$ cat config.mk
export PLATFORM = sky130hd
export DESIGN_NAME = rat
export DESIGN_NICKNAME = d
export VERILOG_FILES = /design/src/design/ooo_pkg.sv /design/src/design/rat.sv
export SDC_FILE = /design/constraint.sdc
export NUM_CORES = 2
export LEC_CHECK = 0
export CAP_MARGIN = 20
export CORE_ASPECT_RATIO = 0.75
export CORE_MARGIN = 10
export CORE_UTILIZATION = 40
export DETAILED_ROUTE_END_ITERATION = 10
export DONT_BUFFER_PORTS = 1
export HOLD_SLACK_MARGIN = 0.06
export PLACE_DENSITY = 0.54
export SLEW_MARGIN = 20
export SYNTH_ARGS = -nofsm -noshare
export SYNTH_HDL_FRONTEND = slang
export SYNTH_SLANG_ARGS = --single-unit
$ cat constraint.sdc
create_clock -name clk -period 8.5 [get_ports clk]
set_input_delay 2.55 -clock clk [delete_from_list [all_inputs] [get_ports clk]]
set_output_delay 2.55 -clock clk [all_outputs]
set_load 0.01 [all_outputs]
$ cat src/design/ooo_pkg.sv
// Widths, opcodes and bus structs shared by the rename slice; compile before every other file
`default_nettype none

package ooo_pkg;

  // Architectural register file
  localparam int NUM_ARCH_REGS = 32;
  localparam int REG_W = 5;
  localparam int XLEN = 32;

  // Reorder buffer sizing
  // Tags stay 7 bits wide, only the low ROB_PTR_W bits are ever nonzero
  localparam int ROBID_W = 7;
  localparam int ROB_DEPTH = 16;
  localparam int ROB_PTR_W = $clog2(ROB_DEPTH);
  localparam int ROB_CNT_W = ROB_PTR_W + 1;

  // RV32 major opcodes used by decode
  localparam int OPC_W = 7;
  localparam logic [OPC_W-1:0] OPC_LUI = 7'b0110111;
  localparam logic [OPC_W-1:0] OPC_AUIPC = 7'b0010111;
  localparam logic [OPC_W-1:0] OPC_JAL = 7'b1101111;
  localparam logic [OPC_W-1:0] OPC_OP = 7'b0110011;
  // No destination register for these two
  localparam logic [OPC_W-1:0] OPC_STORE = 7'b0100011;
  localparam logic [OPC_W-1:0] OPC_BRANCH = 7'b1100011;

  // Destination with a flag for "writes nothing"
  typedef struct packed {
    logic             none;
    logic [REG_W-1:0] idx;
  } dest_t;

  // Decode to rat
  typedef struct packed {
    logic               valid;
    dest_t              dest;
    logic [ROBID_W-1:0] robid;
    logic [REG_W-1:0]   rs1;
    logic [REG_W-1:0]   rs2;
  } rename_req_t;

  // Value when valid, otherwise tag in the low bits
  typedef struct packed {
    logic            valid;
    logic [XLEN-1:0] tagval;
  } operand_t;

  // Common data bus result
  typedef struct packed {
    logic               valid;
    logic               error;
    logic [ROBID_W-1:0] robid;
    dest_t              dest;
    logic [XLEN-1:0]    result;
  } wb_t;

  // In-order retirement of one destination
  typedef struct packed {
    logic             valid;
    logic [REG_W-1:0] rd;
    logic [XLEN-1:0]  result;
  } retire_t;

  // Decode to rob
  typedef struct packed {
    logic  valid;
    dest_t dest;
  } alloc_t;

endpackage

`default_nettype wire

$ cat src/design/rat.sv
// Register alias table; renames destinations and returns each source as value or producing tag
`default_nettype none

module rat (
  input  logic                 clk,
  input  logic                 rst_n,
  input  ooo_pkg::rename_req_t ren_req,
  input  ooo_pkg::wb_t         wb,
  input  ooo_pkg::retire_t     retire,
  input  logic                 flush,
  output ooo_pkg::operand_t    rs1_op,
  output ooo_pkg::operand_t    rs2_op
);

  import ooo_pkg::*;

  // One source read, captured on the rename request
  typedef struct packed {
    logic [REG_W-1:0]   idx;
    logic [ROBID_W-1:0] tag;
    logic               valid;
    logic               committed;
    logic [XLEN-1:0]    spec;
    logic [XLEN-1:0]    comm;
  } src_rd_t;

  // Per-register arrays
  logic [ROBID_W-1:0]       tag_q      [NUM_ARCH_REGS];
  logic [XLEN-1:0]          spec_val_q [NUM_ARCH_REGS];
  logic [XLEN-1:0]          comm_val_q [NUM_ARCH_REGS];
  logic [NUM_ARCH_REGS-1:0] valid_q;
  logic [NUM_ARCH_REGS-1:0] committed_q;

  // Previous cycle's bus result
  logic                     wb_prev_write;
  logic [ROBID_W-1:0]       wb_prev_robid;
  logic [REG_W-1:0]         wb_prev_rd;
  logic [XLEN-1:0]          wb_prev_result;

  logic                     ld_tag;
  logic                     wb_write;
  logic                     ld_spec;

  // Index 0 is rs1, index 1 is rs2
  logic [REG_W-1:0]         src_idx [2];
  src_rd_t                  src_q   [2];
  logic [1:0]               fwd_prev;
  logic [1:0]               fwd_cur;
  operand_t                 src_op  [2];

  // New mapping only for real destinations
  assign ld_tag = ren_req.valid && !ren_req.dest.none;

  // Errored results and no-destination results never reach the table
  assign wb_write = wb.valid && !wb.error && !wb.dest.none;

  // Stale result if the register was renamed again since
  assign ld_spec = wb_prev_write && (tag_q[wb_prev_rd] == wb_prev_robid);

  assign src_idx[0] = ren_req.rs1;
  assign src_idx[1] = ren_req.rs2;

  // Bus result pipeline
  always_ff @(posedge clk) begin
    if (!rst_n || flush) begin
      wb_prev_write <= 1'b0;
    end else begin
      wb_prev_write <= wb_write;
    end
  end

  always_ff @(posedge clk) begin
    wb_prev_robid  <= wb.robid;
    wb_prev_rd     <= wb.dest.idx;
    wb_prev_result <= wb.result;
  end

  // Tag and speculative value arrays
  always_ff @(posedge clk) begin
    if (ld_tag) begin
      tag_q[ren_req.dest.idx] <= ren_req.robid;
    end
    if (ld_spec) begin
      spec_val_q[wb_prev_rd] <= wb_prev_result;
    end
  end

  // Committed values, cleared on reset
  always_ff @(posedge clk) begin
    if (!rst_n) begin
      for (int r = 0; r < NUM_ARCH_REGS; r++) begin
        comm_val_q[r] <= '0;
      end
    end else if (retire.valid) begin
      comm_val_q[retire.rd] <= retire.result;
    end
  end

  // Status bits
  // A rename in the same cycle as a spec write to that register wins
  always_ff @(posedge clk) begin
    if (!rst_n || flush) begin
      valid_q     <= '1;
      committed_q <= '1;
    end else begin
      if (ld_spec) begin
        valid_q[wb_prev_rd] <= 1'b1;
      end
      if (ld_tag) begin
        valid_q[ren_req.dest.idx]     <= 1'b0;
        committed_q[ren_req.dest.idx] <= 1'b0;
      end
    end
  end

  // Registered source reads
  // Writes landing this same edge are bypassed into the captured copy
  always_ff @(posedge clk) begin
    if (!rst_n) begin
      for (int s = 0; s < 2; s++) begin
        src_q[s] <= '0;
      end
    end else if (ren_req.valid) begin
      for (int s = 0; s < 2; s++) begin
        src_q[s].idx <= src_idx[s];
        src_q[s].tag <= tag_q[src_idx[s]];
        src_q[s].committed <= flush || committed_q[src_idx[s]];
        src_q[s].valid <= flush || valid_q[src_idx[s]] ||
                          (ld_spec && (wb_prev_rd == src_idx[s]));
        src_q[s].spec <= (ld_spec && (wb_prev_rd == src_idx[s])) ?
                         wb_prev_result : spec_val_q[src_idx[s]];
        src_q[s].comm <= (retire.valid && (retire.rd == src_idx[s])) ?
                         retire.result : comm_val_q[src_idx[s]];
      end
    end
  end

  // Operand select with forwarding from the previous and current bus
  always_comb begin
    for (int s = 0; s < 2; s++) begin
      fwd_prev[s] = wb_prev_write && (wb_prev_robid == src_q[s].tag);
      fwd_cur[s]  = wb_write && (wb.robid == src_q[s].tag);
      src_op[s].valid = src_q[s].valid || fwd_prev[s] || fwd_cur[s];
      if (src_q[s].committed) begin
        src_op[s].tagval = src_q[s].comm;
      end else if (src_q[s].valid) begin
        src_op[s].tagval = src_q[s].spec;
      end else if (fwd_prev[s]) begin
        // Older result first, it was on the bus a cycle earlier
        src_op[s].tagval = wb_prev_result;
      end else if (fwd_cur[s]) begin
        src_op[s].tagval = wb.result;
      end else begin
        src_op[s].tagval = XLEN'(src_q[s].tag);
      end
      // x0 is hardwired
      if (src_q[s].idx == '0) begin
        src_op[s].valid  = 1'b1;
        src_op[s].tagval = '0;
      end
    end
  end

  assign rs1_op = src_op[0];
  assign rs2_op = src_op[1];

endmodule

`default_nettype wire

# Word-level counts from Yosys, hierarchy flattened
# Memories as Yosys holds them, arrays and structs flattened. A register that Yosys moved wholly into a read port is not among the register bits.
# Cells that the tools add are included.
[word_totals]
n_memories = 4
word_cells = 128
reg_bits = 109
ram_bits = 2428
[classes]
magnitude_cmp = 6
reduce_logical = 32
n_eq_ne = 9
n_bitwise = 16
n_mux = 55
[memory_table]
columns = ["name", "depth", "word_bits", "read_ports", "rd_ports_with_merged_regs", "wr", "line", "text"]
rows = [
  ["comm_val_q", 32, 32, 2, 0, 32, "rat.sv:30", "logic [XLEN-1:0] comm_val_q [NUM_ARCH_REGS];"],
  ["spec_val_q", 32, 32, 2, 0, 1, "rat.sv:29", "logic [XLEN-1:0] spec_val_q [NUM_ARCH_REGS];"],
  ["tag_q", 32, 7, 3, 1, 1, "rat.sv:28", "logic [ROBID_W-1:0] tag_q [NUM_ARCH_REGS];"],
  ["src_q", 2, 78, 2, 0, 2, "rat.sv:46", "src_rd_t src_q [2];"],
]
[ops]
columns = ["cell", "n"]
rows = [
  ["two-way mux 32 bit", 20],
  ["two-way mux 33 bit", 2],
  ["bitwise AND 32 bit", 2],
  ["equality test 7 bit", 5],
  ["inverter 32 bit", 1],
  ["OR 32 bit", 1],
  ["OR reduction 32 bit", 1],
  ["< comparator 5 x 6 -> 1 bit (second input constant)", 4],
  ["two-way mux 1 bit", 22],
  ["binary-select mux 1 bit (select 5 bit)", 4],
  ["equality test 5 bit", 4],
  ["two-way mux 5 bit", 3],
  ["logical AND 1 bit", 14],
  ["two-way mux 7 bit", 2],
  ["OR 1 bit", 12],
  ["logical OR 1 bit", 11],
  ["demux 1 bit (select 5 bit)", 2],
  [">= comparator 5 x 1 -> 1 bit (second input constant)", 2],
  ["zero test 5 bit", 2],
  ["zero test 1 bit", 4],
]

# Logic depth before layout (Yosys ltp)
[depth]
depth_word = 9
depth_mapped = 12

# Least setup slack after synthesis
# No wires, ideal clock.
[synth_timing]
path_kind = "input port to output port"
start = "in wb[45] (netlist bit)"
end = "out rs1_op[12] (netlist bit)"
arrival_ns = 4.588
stages = 8
path_slack_ns = 1.362
t_required_ns = 5.950
cell_sequence = "or3b_2 nor4_1 and3_1 clkbuf_1 clkbuf_1 a221oi_1 a211o_1 a21oi_1"
[synth_lines]
columns = ["element", "line", "text"]
rows = [
  ["from (decl)", "rat.sv:8", "input ooo_pkg::wb_t wb,"],
  ["to (decl)", "rat.sv:11", "output ooo_pkg::operand_t rs1_op,"],
]

==> flow_results.org <==
** Run status
- The run finished with clean final reports.

** Yosys
- For this run, asynchronously set or reset flops after synthesis account for 0.
- The cell count after synthesis came out at around 7200.
- Mean area per synthesized cell :: roughly 18 um^2
- Synthesis produced a netlist with a net count of just over 7000.
- Mapped cell area :: approximately 130000 um^2
- The netlist uses 52 different library cells.
- After synthesis, the cell types taking the most area are sky130_fd_sc_hd__edfxtp_1 57%, sky130_fd_sc_hd__mux4_2 26%, sky130_fd_sc_hd__and2_1 5.1%.
- Top_reg_cell synth :: sky130_fd_sc_hd__edfxtp_1
- Of the post-synthesis cell area, the dominant cell type holds 0.574.
- Cell taking the most area after synthesis :: sky130_fd_sc_hd__edfxtp_1
- Post-synth EDFFs :: approximately 2400
- Number of synthesized register bits :: around 2500
- Sequential fraction of the synthesis area :: 0.591
- Synthesis Warnings :: 0

** Routing
- Total number of vias :: approximately 75000
- Number of search-and-repair iterations in the first detailed-routing pass :: 7
- Number of vias per cell after detailed routing :: ~6.5
- After detailed routing, the met2 layer carries ~210 mm of wire.
- Remaining antenna violation count after routing :: 0
- Total Wirelength :: roughly 460 mm
- In the detailed route, the total length drawn on met3 is between 40 and 50 mm.
- Drt wl/cell :: between 30 and 40 um
- For this block, wires on met1 add up to between 150 and 200 mm.
- After the first detailed-routing iteration, the DRC count stood at 10715.
- In the routed design, unresolved DRC markers number 0.
- Highest metal layer with signal wires :: met5

** Floorplanning
- Die Height :: between 500 and 600 um
- Die width :: 671 um
- The floorplan step defined a core boundary enclosing around 320000 um^2.
- IO Count :: about 180
- Full die area :: 341000 um^2
- The initial utilization of the core area, before any placement, comes to 0.401.
- Row count :: approximately 180

** Timing
- Share of the cycle needed by the critical path after routing :: 0.899
- Number of endpoints with negative hold slack in the final report :: 0
- The worst path in the final design needs a cycle of approximately 7.6 ns, including I/O delays and setup.
- Unrepaired setup endpoints after global routing :: no
- After routing, the total negative slack on setup checks comes to 0 ns.
- The final number of max-transition violations was 0.
- Finish-stage setup viols :: 0
- Worst-Margin Slew :: around 1.3 ns
- Relative max-transition margin :: 0.166
- Across all setup checks in the final design, the least slack found is about 0.86 ns.
- Timing would allow up to 131 MHz.
- The clock arrives with ~0.061 ns of skew.

** Layout
- Layout Utilization :: 0.447
- Total number of nets in the final design :: approximately 7000
- Layout cell share with drive strength beyond 1 :: 0.313
- The library cells used most frequently in the layout, excluding fill and tap cells, are 2428 x sky130_fd_sc_hd__edfxtp_1, 1450 x sky130_fd_sc_hd__mux4_2, 1026 x sky130_fd_sc_hd__and2_1, 290 x sky130_fd_sc_hd__clkbuf_16, 273 x sky130_fd_sc_hd__mux2i_1.
- Leaving out fill and tap cells, the most frequent cell in the layout is sky130_fd_sc_hd__edfxtp_1.
- The area growth from synthesis to layout is 11.4%.

** Worst setup path
- Delay contributed by the slowest stage of the critical path :: 0.58 ns
- Crit path max fanout :: 15
- Among all stages on the critical path, the largest delay is contributed by sky130_fd_sc_hd__or3b_2.
- Type of element launching the critical path :: input port
- WS Path Type :: input port to primary output
- The critical path goes through or3b_2 > nor4_1 > and3_2 > buf_12 > a221oi_1 > a211o_1 > a21oi_1 > buf_4.
- Type of destination of the critical path :: primary output
- Data arrives at the worst endpoint at roughly 5.1 ns.
- Req. time, crit path :: slightly below 6 ns

** Clocking
- In this run, post-CTS hold repair placed 0 buffers.
- Clock tree synthesis found a total of 2537 sinks.
- After clock tree synthesis, the clock-pin slew on the worst setup and hold paths is ~0.05 ns.
- TritonCTS built the clock tree.
- Buffers added to address setup during post-CTS repair amount to 0.
- Cell at the root of the clock tree :: sky130_fd_sc_hd__clkbuf_16
- Clock tree synthesis inserted a total of between 200 and 300 buffers.
- Max clock buf depth :: 4
- Clock latency on the worst-skew pair, taken at its later pin, is 0.90 ns.
- Post_cts resized :: 0
- The H-tree was split into 5 levels.

** Power
- Leakage power figure :: between 40 and 50 nW
- VDD sags by at most roughly 0.13 mV.
- In this run the power density over the cells is 205 nW/um^2.

** Placed design
- Number of buffer cells added on primary ports :: 0
- The congestion estimate from routability-driven global placement came to 0.854.
- OpenSTA, run right after detailed placement, puts the worst setup slack at roughly 0.92 ns.
- The wire-length estimate of the detail-placed layout is ~260 mm.

** Global routing
- Entering global routing, the biggest net connects approximately 590 pins.
- Across every metal layer, demand over resource in global routing totals 0.263.
- For this run the aggregate overflow at the end of global routing stands at 0.
- The initial antenna violation count was 39.
- The first global-routing pass estimated approximately 630 mm of wire.
- The via count of the first global-routing pass is between 70000 and 80000.

** Worst hold path
- The min-delay analysis places its worst path in the category register to register.

** Job
- Max-capacitance violation count :: 0
==> cell type report <==
class | count | area (um^2)
timing repair buffer | 233 | 2310
sequential | 2537 | 75100
clock inverter | 121 | 1090
fill | 26878 | 175000
multi-input combinational | 3852 | 49700
antenna | 35 | 87.6
inverter | 82 | 308
tap | 4253 | 5320
clock buffer | 366 | 7560
==> power by group <==
| group | total (mW) | switching, mW | internal (mW) |
|---|---|---|---|
| Sequential | 14.4 | 0.306 | 14.1 |
| Combinational | 2.62 | 1.41 | 1.22 |
| Clock | 12.0 | 5.16 | 6.82 |
| Total | 29.0 | 6.87 | 22.1 |
==> layer usage <==
metal / GRT usage / vias to the layer above
met4: 0.109 / 8
met5: 0 / -
met1: 0.367 / 40524
met2: 0.396 / 4684
met3: 0.0637 / 822
li1: - / 28981
==> Yosys cell counts, types with 82 or more instances <==
cell,instances
sky130_fd_sc_hd__a211oi_1,110
sky130_fd_sc_hd__a21oi_1,104
sky130_fd_sc_hd__and2_1,1029
sky130_fd_sc_hd__buf_1,128
sky130_fd_sc_hd__clkbuf_1,513
sky130_fd_sc_hd__dfxtp_1,109
sky130_fd_sc_hd__edfxtp_1,2428
sky130_fd_sc_hd__inv_1,82
sky130_fd_sc_hd__mux2i_1,273
sky130_fd_sc_hd__mux4_2,1450
sky130_fd_sc_hd__nand2_1,192
sky130_fd_sc_hd__nor2_1,172
==> final timing paths <==
| kind | startpoint | endpoint | slack (ns) | cells past startpoint |
|---|---|---|---|---|
| setup / recovery | wb[45] | rs1_op[26] | 0.86 | 8 |
| hold / removal | committed_q[2] | committed_q[2] | 0.47 | 1 |
| setup reg to reg | wb_prev_rd[1] | spec_val_q[25][10] | 2.73 | 11 |
| hold reg to reg | committed_q[2] | committed_q[2] | 0.47 | 1 |
==> sequential cells by signal, indices dropped and copies added, names as in the netlist <==
signal,flops
comm_val_q,1024
committed_q,32
spec_val_q,1024
src_q,156
tag_q,224
valid_q,32
wb_prev_rd,5
wb_prev_result,32
wb_prev_robid,7
wb_prev_write,1
==> per-stage QoR <==
step / area, um^2 / hold WS, ns / power, mW / std cells
final: 141000 / 0.472 / 29.0 / 11479
after global routing: 141000 / 0.501 / 29.7 / 11463
after CTS: 141000 / 0.470 / 29.0 / 11433
after detailed placement: 132000 / 0.457 / 17.1 / 10946
after global placement: 132000 / 0.447 / 16.8 / 10932
after floorplan: 127000 / 0.438 / 16.3 / 7162
==> kinds of logic (layout without fill, tap and decap cells) <==
family          Yosys count  after routing  synth area share
buf+inv                 773            802            0.0245
mux                    1788           1788             0.284
compound gates          469            469            0.0259
flops                  2537           2537             0.591
xor+xnor                 48             48           0.00331
simple gates           1547           1547            0.0704
other cells               0             35                 0
==> critical path: cells and delay by family <==
| family | cells | cell delay, ns |
|---|---|---|
| and+or+nand+nor | 3 | 1.50 |
| buffers and inverters | 2 | 0.40 |
| AOI/OAI and AO/OA | 3 | 0.60 |
(Power assumes the default switching activity.)
