==> config.mk <==
export PLATFORM = sky130hd
export DESIGN_NAME = rename_decode
export DESIGN_NICKNAME = d
export VERILOG_FILES = /design/src/design/ooo_pkg.sv /design/src/design/rename_decode.sv
export SDC_FILE = /design/constraint.sdc
export NUM_CORES = 1
export LEC_CHECK = 0
export BUFFER_PORTS_ARGS = -buffer_cell sky130_fd_sc_hd__buf_2
export CELL_PAD_IN_SITES_DETAIL_PLACEMENT = 1
export CELL_PAD_IN_SITES_GLOBAL_PLACEMENT = 2
export CORE_UTILIZATION = 10
export DETAILED_ROUTE_END_ITERATION = 8
export PLACE_DENSITY_LB_ADDON = 0.1
export SLEW_MARGIN = 10
export SYNTH_ARGS = -nofsm -noshare
export SYNTH_HDL_FRONTEND = slang
export SYNTH_SLANG_ARGS = --single-unit
==> constraint.sdc <==
create_clock -name clk -period 1.9 [get_ports clk]
set_input_delay 0.57 -clock clk [delete_from_list [all_inputs] [get_ports clk]]
set_output_delay 0.57 -clock clk [all_outputs]
set_load 0.005 [all_outputs]
==> src/design/ooo_pkg.sv <==
// Widths, opcodes and bus structs shared by the rename slice; compile before every other file
`default_nettype none

package ooo_pkg;

  // Architectural register file
  localparam int NUM_ARCH_REGS = 32;
  localparam int REG_W = 5;
  localparam int XLEN = 32;

  // Reorder buffer sizing
  // Tags stay 7 bits wide, only the low ROB_PTR_W bits are ever nonzero
  localparam int ROBID_W = 7;
  localparam int ROB_DEPTH = 16;
  localparam int ROB_PTR_W = $clog2(ROB_DEPTH);
  localparam int ROB_CNT_W = ROB_PTR_W + 1;

  // RV32 major opcodes used by decode
  localparam int OPC_W = 7;
  localparam logic [OPC_W-1:0] OPC_LUI = 7'b0110111;
  localparam logic [OPC_W-1:0] OPC_AUIPC = 7'b0010111;
  localparam logic [OPC_W-1:0] OPC_JAL = 7'b1101111;
  localparam logic [OPC_W-1:0] OPC_OP = 7'b0110011;
  // No destination register for these two
  localparam logic [OPC_W-1:0] OPC_STORE = 7'b0100011;
  localparam logic [OPC_W-1:0] OPC_BRANCH = 7'b1100011;

  // Destination with a flag for "writes nothing"
  typedef struct packed {
    logic             none;
    logic [REG_W-1:0] idx;
  } dest_t;

  // Decode to rat
  typedef struct packed {
    logic               valid;
    dest_t              dest;
    logic [ROBID_W-1:0] robid;
    logic [REG_W-1:0]   rs1;
    logic [REG_W-1:0]   rs2;
  } rename_req_t;

  // Value when valid, otherwise tag in the low bits
  typedef struct packed {
    logic            valid;
    logic [XLEN-1:0] tagval;
  } operand_t;

  // Common data bus result
  typedef struct packed {
    logic               valid;
    logic               error;
    logic [ROBID_W-1:0] robid;
    dest_t              dest;
    logic [XLEN-1:0]    result;
  } wb_t;

  // In-order retirement of one destination
  typedef struct packed {
    logic             valid;
    logic [REG_W-1:0] rd;
    logic [XLEN-1:0]  result;
  } retire_t;

  // Decode to rob
  typedef struct packed {
    logic  valid;
    dest_t dest;
  } alloc_t;

endpackage

`default_nettype wire

==> src/design/rename_decode.sv <==
// Instruction field decode feeding the rat and rob; combinational apart from its copy of the rob tail
`default_nettype none

module rename_decode (
  input  logic                        clk,
  input  logic                        rst_n,
  input  logic                        inst_valid,
  input  logic [31:0]                 inst,
  input  logic [ooo_pkg::ROBID_W-1:0] rob_tail,
  input  logic                        flush,
  output ooo_pkg::rename_req_t        ren_req,
  output ooo_pkg::alloc_t             alloc
);

  import ooo_pkg::*;

  logic [OPC_W-1:0]     opcode;
  logic [REG_W-1:0]     rd_fld;
  logic [REG_W-1:0]     rs1_fld;
  logic [REG_W-1:0]     rs2_fld;
  logic                 uses_rs1;
  logic                 uses_rs2;
  logic                 take;
  dest_t                dest;
  logic [ROB_PTR_W-1:0] tail_q;

  // Fixed RV32 field positions
  assign opcode  = inst[6:0];
  assign rd_fld  = inst[11:7];
  assign rs1_fld = inst[19:15];
  assign rs2_fld = inst[24:20];

  // U and J formats have no rs1
  assign uses_rs1 = !(opcode inside {OPC_LUI, OPC_AUIPC, OPC_JAL});
  // Only R, S and B formats carry rs2
  assign uses_rs2 = opcode inside {OPC_OP, OPC_STORE, OPC_BRANCH};

  // Stores, branches and writes to x0 leave the register file alone
  assign dest.none = (opcode inside {OPC_STORE, OPC_BRANCH}) || (rd_fld == '0);
  assign dest.idx  = rd_fld;

  // Instruction in the flush cycle is dropped
  assign take = inst_valid && !flush;

  // Mirror of the rob tail, advances one cycle after each allocation
  always_ff @(posedge clk) begin
    if (!rst_n) begin
      tail_q <= '0;
    end else if (flush) begin
      // Rob has already emptied, pick up where its tail sits
      tail_q <= rob_tail[ROB_PTR_W-1:0];
    end else if (take) begin
      tail_q <= tail_q + 1'b1;
    end
  end

  always_comb begin
    ren_req.valid = take;
    ren_req.dest  = dest;
    ren_req.robid = ROBID_W'(tail_q);
    // Unused sources read x0
    ren_req.rs1   = uses_rs1 ? rs1_fld : '0;
    ren_req.rs2   = uses_rs2 ? rs2_fld : '0;
  end

  // Every instruction takes a rob entry, with or without a destination
  assign alloc.valid = take;
  assign alloc.dest  = dest;

endmodule

`default_nettype wire

* After elaboration in Yosys (flattened, before gate mapping)
Cells that the tools add are included.
W data, S select, Z words.
** Storage, ports and cells
- Bits in registers :: 4
- Bits of input ports :: 43
- Memories kept :: 0
- Memory bits (writable) :: 0
- Bits in latches :: 0
- Logic and storage cells :: 20
- Output and inout bits :: 31
- ROM bits :: 0
** Cells by class
- $lt $le $gt $ge :: 0
- $mul :: 0
- Shifts and indexed selects :: 0
- Muxes and demuxes :: 4
- Divide/modulo/power cells :: 0
- Equality and inequality tests :: 6
- Bitwise logic cells :: 0
- Reduce and logical (&&, ||, !) cells :: 8
- Add/sub/neg operators :: 1
** Operators by type and width (number)
- $eq A7 B6 Y1 const B :: 3
- $eq A7 B7 Y1 const B :: 2
- $mux W5 :: 2
- $mux W4 :: 2
- $eq A7 B5 Y1 const B :: 1
- $reduce_bool A3 Y1 :: 2
- $logic_not A5 Y1 :: 1
- $add A4 B1 Y4 const B :: 1
- $reduce_bool A2 Y1 :: 2
- $logic_and A1 B1 Y1 :: 1
- $logic_not A1 Y1 :: 1
- $logic_or A1 B1 Y1 :: 1

* Depth between registers and ports, before layout
Gate-level depths: netlist (run 1).
- Word-level depth :: 4
- Depth in mapped cells :: 4
- Depth with buffers taken out :: 4

* Least setup slack after synthesis (run 1)
OpenSTA, ideal clock, no wires.
- Path type :: in2out
- Start point :: input inst[7]
- End point :: output ren_req[22] in the netlist's numbering
- Slack :: -0.142 ns
- Buffers on the path :: 1
- Cell stages on the path :: 3
- Data required time :: 1.330 ns
- Arrival time :: 1.472 ns
- Cell sequence :: or4_1 > o21ai_0 > buf_4
** RTL lines
- start, declared :: RTL line rename_decode.sv:8 : input logic [31:0] inst,
- end, declared :: RTL line rename_decode.sv:11 : output ooo_pkg::rename_req_t ren_req,

==> results of run 1 <==
[metrics by stage]
step | hold WS (ns) | setup WS (ns) | util, % | TNS [ns] | cells
after detailed placement | 0.571 | -0.202 | 17.0 | -2.12 | 160
after floorplan | 0.555 | -0.0428 | - | -0.0428 | 61
final | 0.577 | -0.129 | 19.2 | -1.26 | 163
after global routing | 0.625 | -0.168 | 19.2 | -1.89 | 163
after CTS | 0.586 | -0.117 | 19.0 | -1.25 | 163
after global placement | 0.554 | -0.197 | 17.0 | -2.04 | 160
[routing by layer]
metal	vias to the layer above	part of all wire, %	GRT usage [%]
li1	284	-	-
met1	256	42	6.55
met2	33	49	9.82
met3	0	8.9	1.89
met4	0	0	1.36
met5	-	0	0
[timing repair]
action	in CTS	in global routing
gates cloned	0	0
hold buffers	0	0
pin swaps	6	3
setup endpoints to repair	12	12
gates resized for setup	10	2
[kinds of logic (layout without fill, tap and decap cells)]
family                     Yosys count  count (layout)  synth area share [%]
other                                1               3                 0.828
buffers and inverters               17              67                  27.3
and+or+nand+nor                     23              23                  32.0
DFF                                  4               4                  17.7
adders and majority gates            1               1                  2.76
xor gates and xnor gates             3               3                  5.80
AOI/OAI and AO/OA                    9               9                  11.3
muxes                                1               1                  2.21
[cell usage in the layout (no fill, tap or decap), types with 2 or more instances in the layout]
| master | Yosys | routed |
|---|---|---|
| buf_2 | 0 | 52 |
| nor2b_1 | 6 | 6 |
| and2_1 | 7 | 6 |
| buf_4 | 16 | 6 |
| buf_6 | 0 | 5 |
| o21ai_0 | 5 | 4 |
| dfxtp_1 | 4 | 4 |
| nand2_1 | 3 | 3 |
| conb_1 | 1 | 3 |
| clkbuf_8 | 0 | 3 |
| nand4b_1 | 2 | 2 |
| xor2_1 | 2 | 2 |
| a21oi_1 | 2 | 2 |
[worst max-delay path, stage by stage]
cell	delay (ns)
buf_6	0.09
or3b_4	0.39
a21oi_4	0.21
nor2b_1	0.07
buf_2	0.13
[report_power, final]
group | leakage (nW) | total, mW | internal (mW) | switching, mW
registers | 0.0332 | 0.0969 | 0.0910 | 0.00592
logic | 0.387 | 0.114 | 0.0681 | 0.0454
clock network | 0.0216 | 0.175 | 0.135 | 0.0405
total | 0.442 | 0.386 | 0.294 | 0.0919
[layout make-up]
cell class                      count  area [um^2]  area share, %
Clock buffer                        3         41.3           4.93
Inverter                            1         3.75          0.448
Multi-Input combinational cell     40          285           34.1
Sequential cell                     4         80.1           9.57
Tap cell                           52         65.1           7.77
Timing Repair Buffer               63          362           43.2
[worst max-delay path by stage]
stage | depth (start not counted) | start | end
after global placement | 5 | inst[6] | ren_req[9]
after detailed placement | 5 | inst[6] | ren_req[7]
after global routing | 6 | inst[3] | ren_req[0]
final | 5 | inst[6] | ren_req[7]
after floorplan | 3 | inst[7] | ren_req[22]
after CTS | 5 | inst[3] | ren_req[7]
==> results_dict.tcl, run 1 <==
set metrics [dict create \
    hold_path_depth 2 \
    seq_area_frac_synth_pct 17.7 \
    synth_cells 59 \
    async_flop_share_pct 0 \
    clock_sinks 4 \
    synth_most_common_cell "buf_4" \
    hold_class "flip-flop to flip-flop" \
    netlist_area_um2 453 \
    startpoint_type "input pin" \
    htreeDepth 1 \
    synthToLayoutAreaGrowth_pct 84.8 \
    critPathMaxFanout 5 \
    grt_pass1_wl_um 2300 \
    synth_common_cells "buf_4 (16), and2_1 (7), nor2b_1 (6)" \
    design_area_um2 837 \
    peakVddDrop_mv 0.121 \
    p_per_area_nw_per_um2 461 \
    nets 157 \
    root_buffer "clkbuf_8" \
    grt_max_degree 7 \
    total_power_uw 386 \
    ios 74 \
    grt_antenna_before_repair 0 \
    wirelength_um 1460 \
    reg.largest.list "tail_q (4)" \
    p_leak_nw 0.442 \
    fin_ws_ns -0.129 \
    die_area_um2 4800 \
    r2r_cells 4 \
    fmax_mhz 493 \
    final_hold_viol_count 0 \
    viasPerCell 3.52 \
    insertion_delay_ns 0.21 \
    largest-register "tail_q" \
    port_buffers 57 \
    detail_route.iter0.violations 1 \
    initial_utilization_pct 10.4 \
    setup_viol 12 \
    syn_area_per_cell_um2 7.68 \
    synth_edf_count 0 \
    routed-via-count 573 \
    synth_area_leader_cell "buf_4" \
    violations "negative setup slack" \
    fin_worst_skew_ns 0.00176 \
    clock_path_buffers 2 \
    rows 24 \
    routedWlPerCell_um 8.94 \
    dp_hpwl_um 1310 \
    holdPathEnd "tail_q[3]$_SDFFE_PN0P_" \
    ys_ff_latch 4 \
    die_x_um 69.3 \
    finalCritPeriodShare_pct 107 \
    num_antenna_cells 0 \
    ant_nets 0 \
    postCtsSetupBuffers 0 \
    rsz0062_at_grt "true" \
    synthFlopType "dfxtp_1" \
    die_h_um 69.3 \
    dpl_cell_area_um2 739 \
    fill_cells 541 \
    worstPathArrival_ns 1.46 \
    fin_crit_ns 2.03 \
    hold_start "tail_q[3]$_SDFFE_PN0P_" \
    cts_tree "built" \
    drv_slew 0 \
    largest_register_ffs 4 \
    final_layout_size_suffix_gt1_share_pct 65.8 \
    reg2reg_to "tail_q[1]$_SDFFE_PN0P_" \
    core-area_um2 4350 \
    track_usage_pct 5.62 \
    first_pass_iters 4 \
    crit_type "input pin to output pin" \
    drc_errors 0 \
    cap_viol_max_count 0 \
    status "finished, violations left" \
    cp-end-kind "output pin" \
    grt-ovfl-total 0 \
    r2r-start "tail_q[0]$_SDFFE_PN0P_" \
    cts_buffers 3 \
    rrSetupSlack_ns 0.80 \
    synth.distinct_cells 21 \
    clk_pin_slew_ns 0.03 \
    synth_top_cell_area_share_pct 26.5 \
    yosys_warnings 0 \
    grt_pass1_vias 546 \
    critPathRequiredTime_ns 1.33 \
    yosys-top-cells-area "buf_4 (27%), dfxtp_1 (18%), and2_1 (9.7%), nor2b_1 (8.3%), o21ai_0 (5.5%)" \
    gp_congestion 0.638 \
]
(Power assumes the default switching activity.)
==> run 2: changes to the inputs <==
--- a/config.mk
+++ b/config.mk
@@ -8,10 +8,10 @@
 export BUFFER_PORTS_ARGS = -buffer_cell sky130_fd_sc_hd__buf_2
 export CELL_PAD_IN_SITES_DETAIL_PLACEMENT = 1
 export CELL_PAD_IN_SITES_GLOBAL_PLACEMENT = 2
-export CORE_UTILIZATION = 10
+export CORE_UTILIZATION = 12
 export DETAILED_ROUTE_END_ITERATION = 8
 export PLACE_DENSITY_LB_ADDON = 0.1
-export SLEW_MARGIN = 10
+export SLEW_MARGIN = 20
 export SYNTH_ARGS = -nofsm -noshare
 export SYNTH_HDL_FRONTEND = slang
 export SYNTH_SLANG_ARGS = --single-unit
==> constraint.sdc (replaced) <==
create_clock -name clk -period 2.6 [get_ports clk]
set_input_delay 0.78 -clock clk [delete_from_list [all_inputs] [get_ports clk]]
set_output_delay 0.78 -clock clk [all_outputs]
set_load 0.005 [all_outputs]
==> results_dict.tcl, run 2 (same netlist as run 1, synthesis figures left out) <==
set metrics [dict create \
    grt_pass1_wl_um 2080 \
    routedWlPerCell_um 8.71 \
    root_buffer "clkbuf_8" \
    rsz0062_at_grt "false" \
    ant_nets 0 \
    grt_antenna_before_repair 0 \
    peakVddDrop_mv 0.175 \
    crit_type "input pin to output pin" \
    cp-end-kind "output pin" \
    grt_max_degree 7 \
    hold-worst-slack_ns 0.570 \
    clock_sinks 4 \
    hold_path_depth 2 \
    fin_worst_skew_ns 0.000758 \
    finalCritPeriodShare_pct 96.5 \
    num_antenna_cells 0 \
    setup_viol 0 \
    clk_pin_slew_ns 0.03 \
    reg.largest.list "tail_q (4)" \
    slowest_delay_ns 0.51 \
    final_layout_size_suffix_gt1_share_pct 59.4 \
    cts_tree "built" \
    die_h_um 63.4 \
    total_power_uw 269 \
    routed-via-count 536 \
    track_usage_pct 6.41 \
    cts_hold_buf 0 \
    path_cells "buf_2 -> or4_1 -> o21ai_0 -> buf_2" \
    layout_commonest_cell "buf_2" \
    detail_route.iter0.violations 7 \
    cts_buffers 3 \
    initial_utilization_pct 13.1 \
    worstPathArrival_ns 1.73 \
    first_pass_iters 2 \
    drv_slew 0 \
    fill_cells 443 \
    wirelength_um 1320 \
    gp_congestion 0.592 \
    fmax_mhz 399 \
    port_buffers 57 \
    r2r_cells 4 \
    hold_class "flip-flop to flip-flop" \
    fin_crit_ns 2.51 \
    core-area_um2 3470 \
    dp_hpwl_um 1210 \
    htreeDepth 1 \
    startpoint_type "input pin" \
    cap_viol_max_count 0 \
    p_per_area_nw_per_um2 364 \
    clock_path_buffers 2 \
    critPathRequiredTime_ns 1.82 \
    layout_common_cells "buf_2 (57), and2_1 (7), nor2b_1 (6)" \
    die_x_um 63.4 \
    largest-register "tail_q" \
    largest_register_ffs 4 \
    status "finished, final reports clean" \
    p_leak_nw 0.401 \
    timing.setup.tns_ns 0 \
    synthToLayoutAreaGrowth_pct 63.3 \
    final_hold_viol_count 0 \
    insertion_delay_ns 0.21 \
    die_area_um2 4020 \
    grt_pass1_vias 495 \
    viasPerCell 3.53 \
    cpMostUsedCell "buf_2" \
    grt-ovfl-total 0 \
    critPathMaxFanout 3 \
    nets 152 \
    slowest_stage "or4_1" \
    rows 21 \
    ios 74 \
    drc_errors 0 \
]
-- run 2: per-stage QoR --
stage / setup slack, ns / area, um^2 / std cells / util (%)
after floorplan: 0.138 / 460 / 61 / -
after detailed placement: 0.0654 / 691 / 149 / 19.9
final: 0.0915 / 739 / 152 / 21.3
after CTS: 0.0700 / 732 / 152 / 21.1
after global placement: 0.0799 / 691 / 149 / 19.9
after global routing: 0.0196 / 739 / 152 / 21.3
-- run 2: metal layers --
| metal | part of all wire (%) | GRT usage [%] | routed length [um] |
|---|---|---|---|
| met5 | 0 | 0 | 0 |
| met2 | 49 | 11.3 | 649 |
| met3 | 14 | 1.99 | 179 |
| met1 | 37 | 7.02 | 495 |
| met4 | 0 | 2.56 | 0 |
-- run 2: path summary, 6_finish.rpt --
check | startpoint | end | slack [ns]
setup / recovery | inst[7] | alloc[5] | 0.09
hold / removal | tail_q[3]$_SDFFE_PN0P_ | tail_q[3]$_SDFFE_PN0P_ | 0.57
setup reg to reg | tail_q[0]$_SDFFE_PN0P_ | tail_q[1]$_SDFFE_PN0P_ | 1.51
hold reg to reg | tail_q[3]$_SDFFE_PN0P_ | tail_q[3]$_SDFFE_PN0P_ | 0.57
-- run 2: area by class of cell --
| class | count | area (um^2) | share of cell area [%] |
|---|---|---|---|
| timing repair buffer | 58 | 293 | 39.6 |
| clock buffer | 3 | 41.3 | 5.58 |
| inverter | 1 | 3.75 | 0.508 |
| tap | 46 | 57.6 | 7.78 |
| multi-input combinational | 40 | 264 | 35.7 |
| sequential | 4 | 80.1 | 10.8 |
-- run 2: timing repair --
action                                  CTS  global route
endpoints found under the setup margin    0             5
gates resized for setup                   0             1
buffers inserted                          0             0
-- run 2: critical path, delay by kind of cell --
kind / cells / cell delay, ns
buffers and inverters: 2 / 0.25
AOI/OAI and AO/OA: 1 / 0.18
and+or+nand+nor: 1 / 0.51
-- run 2: report_power, final --
| part | switching [mW] | internal [mW] |
|---|---|---|
| clock network | 0.0299 | 0.0985 |
| logic | 0.0299 | 0.0400 |
| registers | 0.00432 | 0.0664 |
| total | 0.0641 | 0.205 |
==> run 3: changes to the inputs <==
--- a/config.mk
+++ b/config.mk
@@ -5,12 +5,14 @@
 export SDC_FILE = /design/constraint.sdc
 export NUM_CORES = 1
 export LEC_CHECK = 0
+export ABC_AREA = 1
 export BUFFER_PORTS_ARGS = -buffer_cell sky130_fd_sc_hd__buf_2
 export CELL_PAD_IN_SITES_DETAIL_PLACEMENT = 1
 export CELL_PAD_IN_SITES_GLOBAL_PLACEMENT = 2
 export CORE_UTILIZATION = 12
 export DETAILED_ROUTE_END_ITERATION = 8
 export PLACE_DENSITY_LB_ADDON = 0.1
+export SKIP_CTS_REPAIR_TIMING = 1
 export SLEW_MARGIN = 20
 export SYNTH_ARGS = -nofsm -noshare
 export SYNTH_HDL_FRONTEND = slang
==> results_dict.tcl, run 3 <==
set metrics [dict create \
    status "finished, final reports clean" \
    fin_ws_ns 0.260 \
    largest_register_ffs 4 \
    detail_route.iter0.violations 13 \
    peakVddDrop_mv 0.142 \
    net-switching-power_uw 78.6 \
    clock_path_buffers 2 \
    layout_common_cells "buf_2 (57), inv_1 (20), nand2_1 (15)" \
    p_seq_share_pct 25.3 \
    r2r_cells 4 \
    ios 74 \
    crit_type "input pin to output pin" \
    core-area_um2 4090 \
    gp_congestion 0.744 \
    cts_tree "built" \
    path_cells "buf_2 -> inv_1 -> nand2_1 -> o21ai_0 -> inv_1 -> nor2_4 -> nor2_1 -> buf_2" \
    grt-ovfl-total 0 \
    startpoint_type "input pin" \
    crit_path_start "inst[4]" \
    root_buffer "clkbuf_8" \
    slowest_delay_ns 0.15 \
    p_comb_share_pct 27.7 \
    rrSetupSlack_ns 1.58 \
    busiest_layer "met2" \
    fmax_mhz 427 \
    grt_pass1_vias 619 \
    synthFlopType "dfxtp_1" \
    setup_viol 0 \
    async_flop_share_pct 0 \
    cp-end-kind "output pin" \
    p_per_area_nw_per_um2 355 \
    timing.setup.tns_ns 0 \
    critPathRequiredTime_ns 1.82 \
    die_area_um2 4620 \
    hold_class "flip-flop to flip-flop" \
    ant_nets 0 \
    switching_share_pct 27.7 \
    nets 182 \
    critPathMaxFanout 5 \
    synth.distinct_cells 18 \
    reg.largest.list "tail_q (4)" \
    final_hold_viol_count 0 \
    grt_use_met1_pct 8.54 \
    dp_slack_ns 0.225 \
    clk_pin_slew_ns 0.03 \
    seq_area_frac_synth_pct 15.3 \
    synth_common_cells "inv_1 (20), buf_4 (16), nand2_1 (15)" \
    cts_buffers 3 \
    cp-endpoint "ren_req[8]" \
    grt_antenna_before_repair 0 \
    insertion_delay_ns 0.22 \
    grt_pass1_wl_um 2580 \
    initial_utilization_pct 12.8 \
    synthToLayoutAreaGrowth_pct 53.0 \
    clock_sinks 4 \
    rsz0062_at_grt "false" \
    intPower_uw 205 \
    worstPathArrival_ns 1.56 \
    routedWlPerCell_um 9.06 \
    routed-via-count 676 \
    synth_area_leader_cell "buf_4" \
    ys_ff_latch 4 \
    syn_area_per_cell_um2 5.80 \
    synth_edf_count 0 \
    finalCritPeriodShare_pct 90.0 \
    track_usage_pct 7.38 \
    num_antenna_cells 0 \
    drv_slew 0 \
    fill_cells 549 \
    synth_cells 90 \
    p_leak_nw 0.518 \
    dp_hpwl_um 1500 \
    grt_use_met3_pct 1.83 \
    drc_errors 0 \
    viasPerCell 3.63 \
    final_layout_size_suffix_gt1_share_pct 47.1 \
    synth_most_common_cell "inv_1" \
    largest-register "tail_q" \
    yosys-top-cells-area "buf_4 (23%), dfxtp_1 (15%), inv_1 (14%), nand2_1 (11%), nor2_1 (8.6%)" \
    yosys_warnings 0 \
    cap_viol_max_count 0 \
    synth_top_cell_area_share_pct 23.0 \
    grt_max_degree 8 \
    grt_util_met2_pct 12.0 \
    layout_commonest_cell "buf_2" \
    rows 23 \
    port_buffers 57 \
    pwr-share-clk_pct 47.0 \
    die_x_um 67.9 \
    r2r-start "tail_q[0]$_SDFFE_PN0P_" \
    htreeDepth 1 \
    fin_crit_ns 2.34 \
    slowest_stage "o21ai_0" \
    reg2reg_to "tail_q[2]$_SDFFE_PN0P_" \
    first_pass_iters 4 \
    wirelength_um 1690 \
    fin_worst_skew_ns 0.00250 \
    netlist_area_um2 522 \
    die_h_um 67.9 \
]
[run 3: cell count changes in the layout (fill, tap and decap cells not counted), moves of 6 or more]
cell and delta:
nand2_1 +12, and2_1 -7, nor2b_1 -6, nor2_1 +12, inv_1 +19
[run 3: per-layer routing]
layer | part of all wire (%) | vias up | wire (um)
met4 | 2.1 | 0 | 36
li1 | - | 343 | -
met1 | 42 | 289 | 708
met2 | 46 | 39 | 780
met3 | 9.5 | 5 | 160
met5 | 0 | - | 0
[run 3: layout make-up]
| class | instances | area [um^2] | share of cell area [%] |
|---|---|---|---|
| Sequential cell | 4 | 80.1 | 10.0 |
| Timing Repair Buffer | 57 | 285 | 35.7 |
| Tap cell | 50 | 62.6 | 7.84 |
| Inverter | 20 | 75.1 | 9.40 |
| Clock buffer | 3 | 41.3 | 5.17 |
| Multi-Input combinational cell | 52 | 254 | 31.8 |
[run 3: kinds of logic after synthesis]
family	after synthesis	synth area share [%]
AOI/OAI and AO/OA	9	9.59
xor gates and xnor gates	1	1.68
adders and majority gates	1	2.40
buffers and inverters	36	37.4
DFF	4	15.3
other	1	0.719
and+or+nand+nor	38	32.9
[run 3: power by group through the flow]
stage,Sequential (mW),Combinational [mW],Clock (mW)
2_1_floorplan,0.0715,0.0468,0
3_3_place_gp,0.0730,0.0790,0
3_5_place_dp,0.0727,0.0802,0
4_1_cts,0.0719,0.0806,0.136
5_1_grt,0.0726,0.0920,0.141
6_report,0.0718,0.0786,0.133
[run 3: metrics by stage]
step	cell area [um^2]	hold WS [ns]	cells	util [%]	total power [mW]
final	798	0.607	186	19.5	0.284
after CTS	798	0.610	186	19.5	0.289
after floorplan	529	0.571	92	-	0.118
after global routing	798	0.647	186	19.5	0.306
after global placement	757	0.607	183	18.5	0.152
after detailed placement	757	0.606	183	18.5	0.153
[run 3: critical path: cells and delay by family]
family / cells / cell delay, ns
buffers and inverters: 4 / 0.38
and+or+nand+nor: 3 / 0.25
AOI/OAI and AO/OA: 1 / 0.15
[run 3: how the worst min path moves through the flow]
| stage | cells past startpoint | startpoint | slack (ns) | endpoint |
|---|---|---|---|---|
| after floorplan | 4 | tail_q[3]$_SDFFE_PN0P_ | 0.57 | tail_q[3]$_SDFFE_PN0P_ |
| after global placement | 4 | tail_q[3]$_SDFFE_PN0P_ | 0.61 | tail_q[3]$_SDFFE_PN0P_ |
| after detailed placement | 4 | tail_q[3]$_SDFFE_PN0P_ | 0.61 | tail_q[3]$_SDFFE_PN0P_ |
| after CTS | 4 | tail_q[3]$_SDFFE_PN0P_ | 0.61 | tail_q[3]$_SDFFE_PN0P_ |
| after global routing | 4 | tail_q[3]$_SDFFE_PN0P_ | 0.65 | tail_q[3]$_SDFFE_PN0P_ |
| final | 4 | tail_q[3]$_SDFFE_PN0P_ | 0.61 | tail_q[3]$_SDFFE_PN0P_ |
